==> src/common/svc_defines.svh <==
// Command codes are single bytes; a code not listed here is ignored by the decoder

`ifndef SVC_DEFINES_SVH
`define SVC_DEFINES_SVH

// ------------------------------
// Command codes
// ------------------------------
`define SVC_CMD_CORE_AWUSER   8'h01
`define SVC_CMD_MCU_AWUSER    8'h02
`define SVC_CMD_REL_AWUSER    8'h03
`define SVC_CMD_ZEROIZE       8'h04
`define SVC_CMD_ZEROIZE_RST   8'h05
`define SVC_CMD_REL_ZEROIZE   8'h06
`define SVC_CMD_FAULT_DIGEST  8'h07
`define SVC_CMD_FAULT_BUS_ECC 8'h08
`define SVC_CMD_FC_ESC        8'h09
`define SVC_CMD_LC_ESC0       8'h0A
`define SVC_CMD_LC_ESC1       8'h0B
`define SVC_CMD_CLK_500       8'h0C
`define SVC_CMD_CLK_160       8'h0D
`define SVC_CMD_CLK_400       8'h0E
`define SVC_CMD_CLK_1000      8'h0F
`define SVC_CMD_SUB_RESET     8'h10
`define SVC_CMD_RMA_PPD       8'h11

// ------------------------------
// Override lanes
// ------------------------------
`define SVC_LANE_AWUSER   0
`define SVC_LANE_ROM_MASK 1
`define SVC_LANE_DIGEST   2
`define SVC_NUM_LANES     3

// Last counter value of the stretched reset, which gives 11 low cycles
`define SVC_RST_HOLD_CYCLES 10

// Writes to this fuse address get bit 0 of the data flipped when armed
`define SVC_FAULT_ADDR 32'h7000_0068

`endif

==> src/common/svc_pkg.sv <==
// Types only; F500 must stay at encoding zero because reset clears the whole status word

package svc_pkg;

  // ------------------------------
  // Command and lane control
  // ------------------------------
  typedef logic [7:0] svc_cmd_t;

  typedef enum logic [1:0] {
    NONE  = 2'd0,
    SET   = 2'd1,
    CLEAR = 2'd2
  } svc_lane_op_e;

  // Request and override of a 32-bit word lane
  typedef struct packed {
    svc_lane_op_e op;
    logic [31:0]  value;
  } svc_word_req_t;

  typedef struct packed {
    logic        active;
    logic [31:0] value;
  } svc_word_ovr_t;

  // Zeroization flags share the lane shape with a 2-bit payload
  typedef struct packed {
    logic ppd;
    logic scrap;
  } svc_zero_flags_t;

  typedef struct packed {
    svc_lane_op_e    op;
    svc_zero_flags_t value;
  } svc_zero_req_t;

  typedef struct packed {
    logic            active;
    svc_zero_flags_t value;
  } svc_zero_ovr_t;

  // ------------------------------
  // Status and observed bundle
  // ------------------------------
  typedef enum logic [1:0] {
    F500  = 2'd0,
    F160  = 2'd1,
    F400  = 2'd2,
    F1000 = 2'd3
  } svc_freq_e;

  typedef struct packed {
    svc_freq_e freq_sel;
    logic      fc_esc;
    logic      lc_esc0;
    logic      lc_esc1;
    logic      allow_rma_ppd;
    logic      fault_arm;
  } svc_status_t;

  typedef struct packed {
    logic [31:0] addr;
    logic [31:0] data;
    logic [31:0] user;
  } svc_wr_req_t;

  // Used both for the observed signals and for their overridden copy
  typedef struct packed {
    svc_wr_req_t wr_req;
    logic [1:0]  bresp;
    logic [31:0] rom_mask;
    logic [31:0] digest;
    logic        ppd;
    logic        scrap;
  } svc_obs_t;

endpackage

==> src/override/svc_override_lane.sv <==
// req_t needs op and value fields, ovr_t needs active and value fields of the same payload type

module svc_override_lane #(
  parameter type req_t = svc_pkg::svc_word_req_t,
  parameter type ovr_t = svc_pkg::svc_word_ovr_t
) (
  input  logic clk,
  input  logic cptra_rst_b,
  input  req_t req_i,
  output ovr_t ovr_o
);

  ovr_t ovr_q;

  // SET and CLEAR come from different codes so they never meet in one cycle
  always_ff @(posedge clk or negedge cptra_rst_b) begin
    if (!cptra_rst_b) begin
      ovr_q <= '0;
    end else begin
      case (req_i.op)
        svc_pkg::SET: begin
          ovr_q.active <= 1'b1;
          ovr_q.value  <= req_i.value;
        end
        svc_pkg::CLEAR: begin
          ovr_q.active <= 1'b0;
          ovr_q.value  <= '0;
        end
        default: begin
          // Hold the current override
        end
      endcase
    end
  end

  assign ovr_o = ovr_q;

endmodule

==> src/override/svc_override_apply.sv <==
// Purely combinational; bresp reads zero only for armed writes to the fault address

`include "svc_defines.svh"

module svc_override_apply (
  input  svc_pkg::svc_word_ovr_t [`SVC_NUM_LANES-1:0] lane_ovr_i,
  input  svc_pkg::svc_zero_ovr_t                      zero_ovr_i,
  input  logic                                        fault_arm_i,
  input  svc_pkg::svc_obs_t                           obs_i,
  output svc_pkg::svc_obs_t                           obs_o
);

  logic fault_hit;

  // Only the monitored fuse address gets the bit flip
  assign fault_hit = fault_arm_i && (obs_i.wr_req.addr == `SVC_FAULT_ADDR);

  always_comb begin
    obs_o = obs_i;

    // ------------------------------
    // Field overrides
    // ------------------------------
    if (lane_ovr_i[`SVC_LANE_AWUSER].active) begin
      obs_o.wr_req.user = lane_ovr_i[`SVC_LANE_AWUSER].value;
    end
    if (lane_ovr_i[`SVC_LANE_ROM_MASK].active) begin
      obs_o.rom_mask = lane_ovr_i[`SVC_LANE_ROM_MASK].value;
    end
    if (lane_ovr_i[`SVC_LANE_DIGEST].active) begin
      obs_o.digest = lane_ovr_i[`SVC_LANE_DIGEST].value;
    end
    if (zero_ovr_i.active) begin
      obs_o.ppd   = zero_ovr_i.value.ppd;
      obs_o.scrap = zero_ovr_i.value.scrap;
    end

    // ------------------------------
    // Bus fault injection
    // ------------------------------
    if (fault_hit) begin
      obs_o.wr_req.data[0] = ~obs_i.wr_req.data[0];
      // The corrupted write still reports an OKAY response
      obs_o.bresp          = 2'b00;
    end
  end

endmodule

==> src/verilog/svc_cmd_decoder.sv <==
// Lane requests are combinational and only valid in the cycle of the command strobe; no back-pressure

`include "svc_defines.svh"

module svc_cmd_decoder (
  input  logic                                        clk,
  input  logic                                        cptra_rst_b,
  input  logic                                        cmd_valid_i,
  input  svc_pkg::svc_cmd_t                           cmd_i,
  input  logic [31:0]                                 core_user_i,
  input  logic [31:0]                                 mcu_user_i,
  output svc_pkg::svc_word_req_t [`SVC_NUM_LANES-1:0] lane_req_o,
  output svc_pkg::svc_zero_req_t                      zero_req_o,
  output svc_pkg::svc_status_t                        status_o,
  output logic                                        rst_start_o
);

  svc_pkg::svc_status_t status_q;

  // ------------------------------
  // Lane requests
  // ------------------------------
  always_comb begin
    lane_req_o = '0;
    zero_req_o = '0;
    if (cmd_valid_i) begin
      case (cmd_i)
        `SVC_CMD_CORE_AWUSER: begin
          lane_req_o[`SVC_LANE_AWUSER].op    = svc_pkg::SET;
          lane_req_o[`SVC_LANE_AWUSER].value = core_user_i;
        end
        `SVC_CMD_MCU_AWUSER: begin
          lane_req_o[`SVC_LANE_AWUSER].op    = svc_pkg::SET;
          lane_req_o[`SVC_LANE_AWUSER].value = mcu_user_i;
        end
        `SVC_CMD_REL_AWUSER: begin
          lane_req_o[`SVC_LANE_AWUSER].op = svc_pkg::CLEAR;
        end
        `SVC_CMD_ZEROIZE: begin
          lane_req_o[`SVC_LANE_ROM_MASK].op    = svc_pkg::SET;
          lane_req_o[`SVC_LANE_ROM_MASK].value = 32'hFFFF_FFFF;
          zero_req_o.op          = svc_pkg::SET;
          zero_req_o.value.ppd   = 1'b1;
          zero_req_o.value.scrap = 1'b0;
        end
        `SVC_CMD_ZEROIZE_RST: begin
          // Mask stays active but forced to zero, device reported as scrapped
          lane_req_o[`SVC_LANE_ROM_MASK].op    = svc_pkg::SET;
          lane_req_o[`SVC_LANE_ROM_MASK].value = 32'h0;
          zero_req_o.op          = svc_pkg::SET;
          zero_req_o.value.ppd   = 1'b0;
          zero_req_o.value.scrap = 1'b1;
        end
        `SVC_CMD_REL_ZEROIZE: begin
          lane_req_o[`SVC_LANE_ROM_MASK].op = svc_pkg::CLEAR;
          zero_req_o.op                     = svc_pkg::CLEAR;
        end
        `SVC_CMD_FAULT_DIGEST: begin
          lane_req_o[`SVC_LANE_DIGEST].op    = svc_pkg::SET;
          lane_req_o[`SVC_LANE_DIGEST].value = 32'h0;
        end
        default: begin
          // Status, reset and unknown codes issue no lane request
        end
      endcase
    end
  end

  // ------------------------------
  // Sticky status
  // ------------------------------
  always_ff @(posedge clk or negedge cptra_rst_b) begin
    if (!cptra_rst_b) begin
      status_q.freq_sel      <= svc_pkg::F500;
      status_q.fc_esc        <= 1'b0;
      status_q.lc_esc0       <= 1'b0;
      status_q.lc_esc1       <= 1'b0;
      status_q.allow_rma_ppd <= 1'b0;
      status_q.fault_arm     <= 1'b0;
    end else if (cmd_valid_i) begin
      case (cmd_i)
        `SVC_CMD_FAULT_BUS_ECC: status_q.fault_arm     <= 1'b1;
        `SVC_CMD_FC_ESC:        status_q.fc_esc        <= 1'b1;
        `SVC_CMD_LC_ESC0:       status_q.lc_esc0       <= 1'b1;
        `SVC_CMD_LC_ESC1:       status_q.lc_esc1       <= 1'b1;
        `SVC_CMD_RMA_PPD:       status_q.allow_rma_ppd <= 1'b1;
        `SVC_CMD_CLK_500:       status_q.freq_sel      <= svc_pkg::F500;
        `SVC_CMD_CLK_160:       status_q.freq_sel      <= svc_pkg::F160;
        `SVC_CMD_CLK_400:       status_q.freq_sel      <= svc_pkg::F400;
        `SVC_CMD_CLK_1000:      status_q.freq_sel      <= svc_pkg::F1000;
        default: begin
        end
      endcase
    end
  end

  assign status_o = status_q;

  // Single-cycle start pulse, the stretcher drops it while a reset is running
  assign rst_start_o = cmd_valid_i && (cmd_i == `SVC_CMD_SUB_RESET);

endmodule

==> src/verilog/svc_reset_stretcher.sv <==
// Output is low for SVC_RST_HOLD_CYCLES+1 cycles from the start edge; starts during a hold are dropped

`include "svc_defines.svh"

module svc_reset_stretcher (
  input  logic clk,
  input  logic cptra_rst_b,
  input  logic start_i,
  output logic sub_rst_b_o
);

  logic       active_q;
  logic [3:0] cnt_q;

  always_ff @(posedge clk or negedge cptra_rst_b) begin
    if (!cptra_rst_b) begin
      active_q <= 1'b0;
      cnt_q    <= 4'd0;
    end else if (!active_q) begin
      if (start_i) begin
        active_q <= 1'b1;
        cnt_q    <= 4'd0;
      end
    end else if (cnt_q == 4'(`SVC_RST_HOLD_CYCLES)) begin
      // Last low cycle, release on this edge
      active_q <= 1'b0;
      cnt_q    <= 4'd0;
    end else begin
      cnt_q <= cnt_q + 4'd1;
    end
  end

  assign sub_rst_b_o = ~active_q;

endmodule

==> src/verilog/svc_top.sv <==
// Overrides show on obs_o one cycle after the command edge; obs_o is combinational from obs_i

`include "svc_defines.svh"

module svc_top (
  input  logic                 clk,
  input  logic                 cptra_rst_b,
  input  logic                 cmd_valid_i,
  input  svc_pkg::svc_cmd_t    cmd_i,
  input  logic [31:0]          core_user_i,
  input  logic [31:0]          mcu_user_i,
  input  svc_pkg::svc_obs_t    obs_i,
  output svc_pkg::svc_obs_t    obs_o,
  output svc_pkg::svc_status_t status_o,
  output logic                 sub_rst_b_o
);

  svc_pkg::svc_word_req_t [`SVC_NUM_LANES-1:0] lane_req;
  svc_pkg::svc_word_ovr_t [`SVC_NUM_LANES-1:0] lane_ovr;
  svc_pkg::svc_zero_req_t                      zero_req;
  svc_pkg::svc_zero_ovr_t                      zero_ovr;
  svc_pkg::svc_status_t                        status;
  logic                                        rst_start;

  // ------------------------------
  // Command decode
  // ------------------------------
  svc_cmd_decoder u_decoder (
    .clk         (clk),
    .cptra_rst_b (cptra_rst_b),
    .cmd_valid_i (cmd_valid_i),
    .cmd_i       (cmd_i),
    .core_user_i (core_user_i),
    .mcu_user_i  (mcu_user_i),
    .lane_req_o  (lane_req),
    .zero_req_o  (zero_req),
    .status_o    (status),
    .rst_start_o (rst_start)
  );

  // ------------------------------
  // Override lanes
  // ------------------------------
  for (genvar i = 0; i < `SVC_NUM_LANES; i++) begin : g_word_lane
    svc_override_lane #(
      .req_t (svc_pkg::svc_word_req_t),
      .ovr_t (svc_pkg::svc_word_ovr_t)
    ) u_lane (
      .clk         (clk),
      .cptra_rst_b (cptra_rst_b),
      .req_i       (lane_req[i]),
      .ovr_o       (lane_ovr[i])
    );
  end

  // Same lane, carrying the ppd and scrap flags
  svc_override_lane #(
    .req_t (svc_pkg::svc_zero_req_t),
    .ovr_t (svc_pkg::svc_zero_ovr_t)
  ) u_zero_lane (
    .clk         (clk),
    .cptra_rst_b (cptra_rst_b),
    .req_i       (zero_req),
    .ovr_o       (zero_ovr)
  );

  svc_override_apply u_apply (
    .lane_ovr_i  (lane_ovr),
    .zero_ovr_i  (zero_ovr),
    .fault_arm_i (status.fault_arm),
    .obs_i       (obs_i),
    .obs_o       (obs_o)
  );

  svc_reset_stretcher u_rst_stretch (
    .clk         (clk),
    .cptra_rst_b (cptra_rst_b),
    .start_i     (rst_start),
    .sub_rst_b_o (sub_rst_b_o)
  );

  assign status_o = status;

endmodule

==> config.mk <==
export PLATFORM = sky130hd
export DESIGN_NAME = svc_top
export DESIGN_NICKNAME = d
export VERILOG_FILES = /design/src/common/svc_pkg.sv /design/src/override/svc_override_lane.sv /design/src/override/svc_override_apply.sv /design/src/verilog/svc_cmd_decoder.sv /design/src/verilog/svc_reset_stretcher.sv /design/src/verilog/svc_top.sv
export VERILOG_INCLUDE_DIRS = /design/src /design/src/common
export SDC_FILE = /design/constraint.sdc
export NUM_CORES = 1
export LEC_CHECK = 0
export CAP_MARGIN = 0
export CORE_AREA = 3 3 157 159
export CTS_BUF_LIST = sky130_fd_sc_hd__clkbuf_8
export DETAILED_ROUTE_END_ITERATION = 10
export DIE_AREA = 0 0 160 162
export DONT_BUFFER_PORTS = 1
export GPL_TIMING_DRIVEN = 0
export PLACE_DENSITY = 0.54
export SLEW_MARGIN = 0
export SYNTH_ARGS = -nofsm -noshare
export SYNTH_HDL_FRONTEND = slang
export SYNTH_HIERARCHICAL = 1
export SYNTH_SLANG_ARGS = --single-unit
==> constraint.sdc <==
create_clock -name clk -period 3 [get_ports clk]
set_input_delay 0.3 -clock clk [delete_from_list [all_inputs] [get_ports clk]]
set_output_delay 0.3 -clock clk [all_outputs]
set_load 0.01 [all_outputs]
==> results by group <==
Status
  • Outcome: finished, final reports clean

Yosys
  • Post-synth top flop: dfrtp_1
  • Mapped Area: 7730 um^2
  • EDFF count, synth: 0
  • Netlist cell types: 42
  • FFs w/ async S/R, synth: 100%
  • Synth top area cells: dfrtp_1 (37%), mux2_2 (13%), buf_4 (13%)
  • Register area share after synthesis: 36.9%
  • Syn. warnings: 6
  • Synth area leader: dfrtp_1
  • Post-Synthesis Cells: 841
  • Synth Register Bits: 114
  • Avg Synthesized Cell Area: 9.19 um^2
  • Top-area cell type share of the netlist area: 36.9%

Cells and area
  • FF+latch area: 2850 um^2
  • Area Growth Syn to Fin: 12.9%
  • Fin cells: 1232
  • Multi-input logic area: 3660 um^2
  • Layout Utilization: 37.3%
  • Final nets: 1146
  • Fill cells: 2508
  • Most common cell after layout, fill and taps aside: buf_4
  • Layout cell share with drive strength beyond 1: 33.7%
  • Highest-count cells in the layout ignoring fill and taps: buf_4 (133), dfrtp_1 (114), nand2_1 (107)

Clock network
  • H-tree Lvls: 4
  • CTS max path bufs: 2
  • Worst-path clk slew: 0.07 ns
  • PostCTS Resize Cnt: 0
  • Clk_lat worst skew: 0.42 ns
  • CTS tree: done
  • Clock root buffer: clkbuf_8
  • Clk sink count: 114
  • Total CTS buffers: 17

Floorplan
  • Die ar.: 25900 um^2
  • Core footprint: 23400 um^2
  • Top Ports: 411
  • Die Span Y: 162 um
  • Row count: 56
  • Die Wd: 160 um
  • Initial Utilization: 33.0%

Power and ir drop
  • Power density cells: 458 nW/um^2
  • Peak VDD IR: 0.206 mV
  • Pleak: 3.71 nW

STA
  • Slew HR: 55.7%
  • WHS: 0.0486 ns
  • Fmax: 456 MHz
  • Hold Fails Final Rpt: 0
  • Post-Route Skew: 0.00783 ns
  • Final setup fails: 0
  • Final Slew Violations: 0
  • RSZ-0062 raised after global routing: no
  • Period utilisation layout: 73.1%
  • Min cycle time layout: 2.19 ns
  • Worst-Margin Slew: 0.663 ns

Placed design
  • Detailed placement HPWL: 17000 um
  • Gpl congestion: 0.818
  • Placed Cells: 1193
  • IO Port Bufs: 0

Routing
  • Antenna viol nets, final: 0
  • DRT iter0 DRCs: 206
  • Vias/cell: 4.58
  • DRC errors left: 0
  • Drt wl/cell: 17.6 um
  • Via Count: 5648
  • First-pass iteration count of the detailed router: 4
  • Drt total wl: 21700 um

GRT
  • Grt ovf: 0
  • Initial antenna violation count: 4
  • Overall Global Routing Usage: 16.1%
  • First-pass GRT wire length: 32700 um
  • Largest net degree at the start of global routing: 115
  • Via count of the first global-routing pass: 5656

Setup path
  • Crit start category: flip-flop
  • WP data required: 2.70 ns
  • CP Max Fanout: 3
  • Critical path endpoint category: output pin
  • Crit path kind: flip-flop to output pin
  • Flop-to-flop setup slack: 1.84 ns
  • CP arrival: 1.89 ns
  • Slowest library cell on the worst path: dfrtp_1
  • Critical Path, Cell by Cell: nor4b_2 > nand4_1 > nor3_2 > xor2_1
  • Crit path buffers/inverters: 0
  • Largest delay share family, worst path: simple AND/OR/NAND/NOR gates
  • Critical path's largest stage delay: 0.41 ns

Hold path
  • Hold Path Class: input port to flip-flop

Run
  • Max-cap violations: 0
==> path summary, 6_finish.rpt <==
check                                                 from                         endpoint  depth (start not counted)
hold reg to reg            g_word_lane[0].u_lane/ovr_o[13]  g_word_lane[0].u_lane/ovr_o[13]                          2
hold / removal                                    cmd_i[1]            u_decoder/status_o[3]                          2
max in group asynchronous                      cptra_rst_b   g_word_lane[1].u_lane/ovr_o[2]                          2
min in group asynchronous                      cptra_rst_b  g_word_lane[2].u_lane/ovr_o[30]                          2
setup / recovery                     u_decoder/status_o[0]                       obs_o[100]                          4
setup reg to reg                    u_rst_stretch/cnt_q[0]           u_rst_stretch/cnt_q[1]                          4
==> cell families (layout without fill, tap and decap cells) <==
| group | after synthesis | in the layout | share of synthesized area, % |
|---|---|---|---|
| fa+ha+maj | 10 | 10 | 1.62 |
| compound gates | 146 | 146 | 10.8 |
| simple gates | 278 | 278 | 18.5 |
| other cells | 1 | 36 | 0.0485 |
| buf+inv | 190 | 227 | 17.3 |
| mux | 101 | 101 | 14.7 |
| flops | 114 | 114 | 36.9 |
| xor+xnor | 1 | 1 | 0.113 |
==> synth_stat cells (3+ instances only) <==
library cell,number
dfrtp_1,114
o21bai_1,4
nand4_1,3
buf_2,17
nand2b_1,99
clkbuf_2,9
nand2_1,107
mux2_2,91
a22oi_1,32
nor2b_1,5
ha_1,10
buf_4,133
o21ai_1,60
mux2_1,9
inv_1,7
nor3_1,3
nand3b_1,5
nor4_1,3
buf_6,12
clkbuf_1,12
nor2_1,38
nand3_1,4
o21ai_0,45
==> power breakdown <==
part | internal, W | switching (W) | total, W | leakage (nW)
registers | 0.00161 | 0.0000757 | 0.00169 | 1.54
clock network | 0.000747 | 0.000718 | 0.00146 | 0.193
logic | 0.000391 | 0.000452 | 0.000844 | 1.97
==> flip-flops by register name, summed over array words and instances, names as in the netlist <==
register / count
u_rst_stretch/cnt_q: 4
g_word_lane.u_lane/ovr_o: 99
u_zero_lane/ovr_o: 3
u_rst_stretch/active_q: 1
u_decoder/status_o: 7
==> routing by layer <==
metal	vias up	routed length [um]	track usage, %
li1	2785	-	-
met1	2610	9070	20.1
met2	235	10700	27.5
met3	16	1500	4.28
met4	2	354	4.81
met5	-	7	0
==> stage by stage <==
step	power, W	TNS (ns)	setup slack [ns]	instance area, um^2
floorplan	0.00238	0	0.557	7850
global placement	0.00252	-5.85	-0.208	8250
detailed placement	0.00253	0	0.576	8260
CTS	0.00407	0	0.731	8710
global route	0.00421	0	0.648	8720
finish	0.00400	0	0.808	8720
==> worst register-to-register path: stages, from the launching register on <==
cell	delay, ns
dfrtp_1	0.43
inv_1	0.06
ha_1	0.20
and3b_1	0.20
o31ai_2	0.18
==> layout make-up <==
class	instances	share of cell area (%)
repair buffers	5	0.832
flip-flops and latches	114	32.7
inverters	7	0.301
clock inverters	15	1.82
well taps	319	4.58
diodes	3	0.0861
clock buffers	17	2.68
plain buffers	183	15.0
multi-input cells	569	42.0
==> what timing repair did <==
action	4_1_cts	5_1_grt
hold endpoints to repair	117	0
setup buffers	0	0
endpoints found under the setup margin	0	0
hold buffers	4	0
No activity file was read; power rests on OpenSTA's default activity.
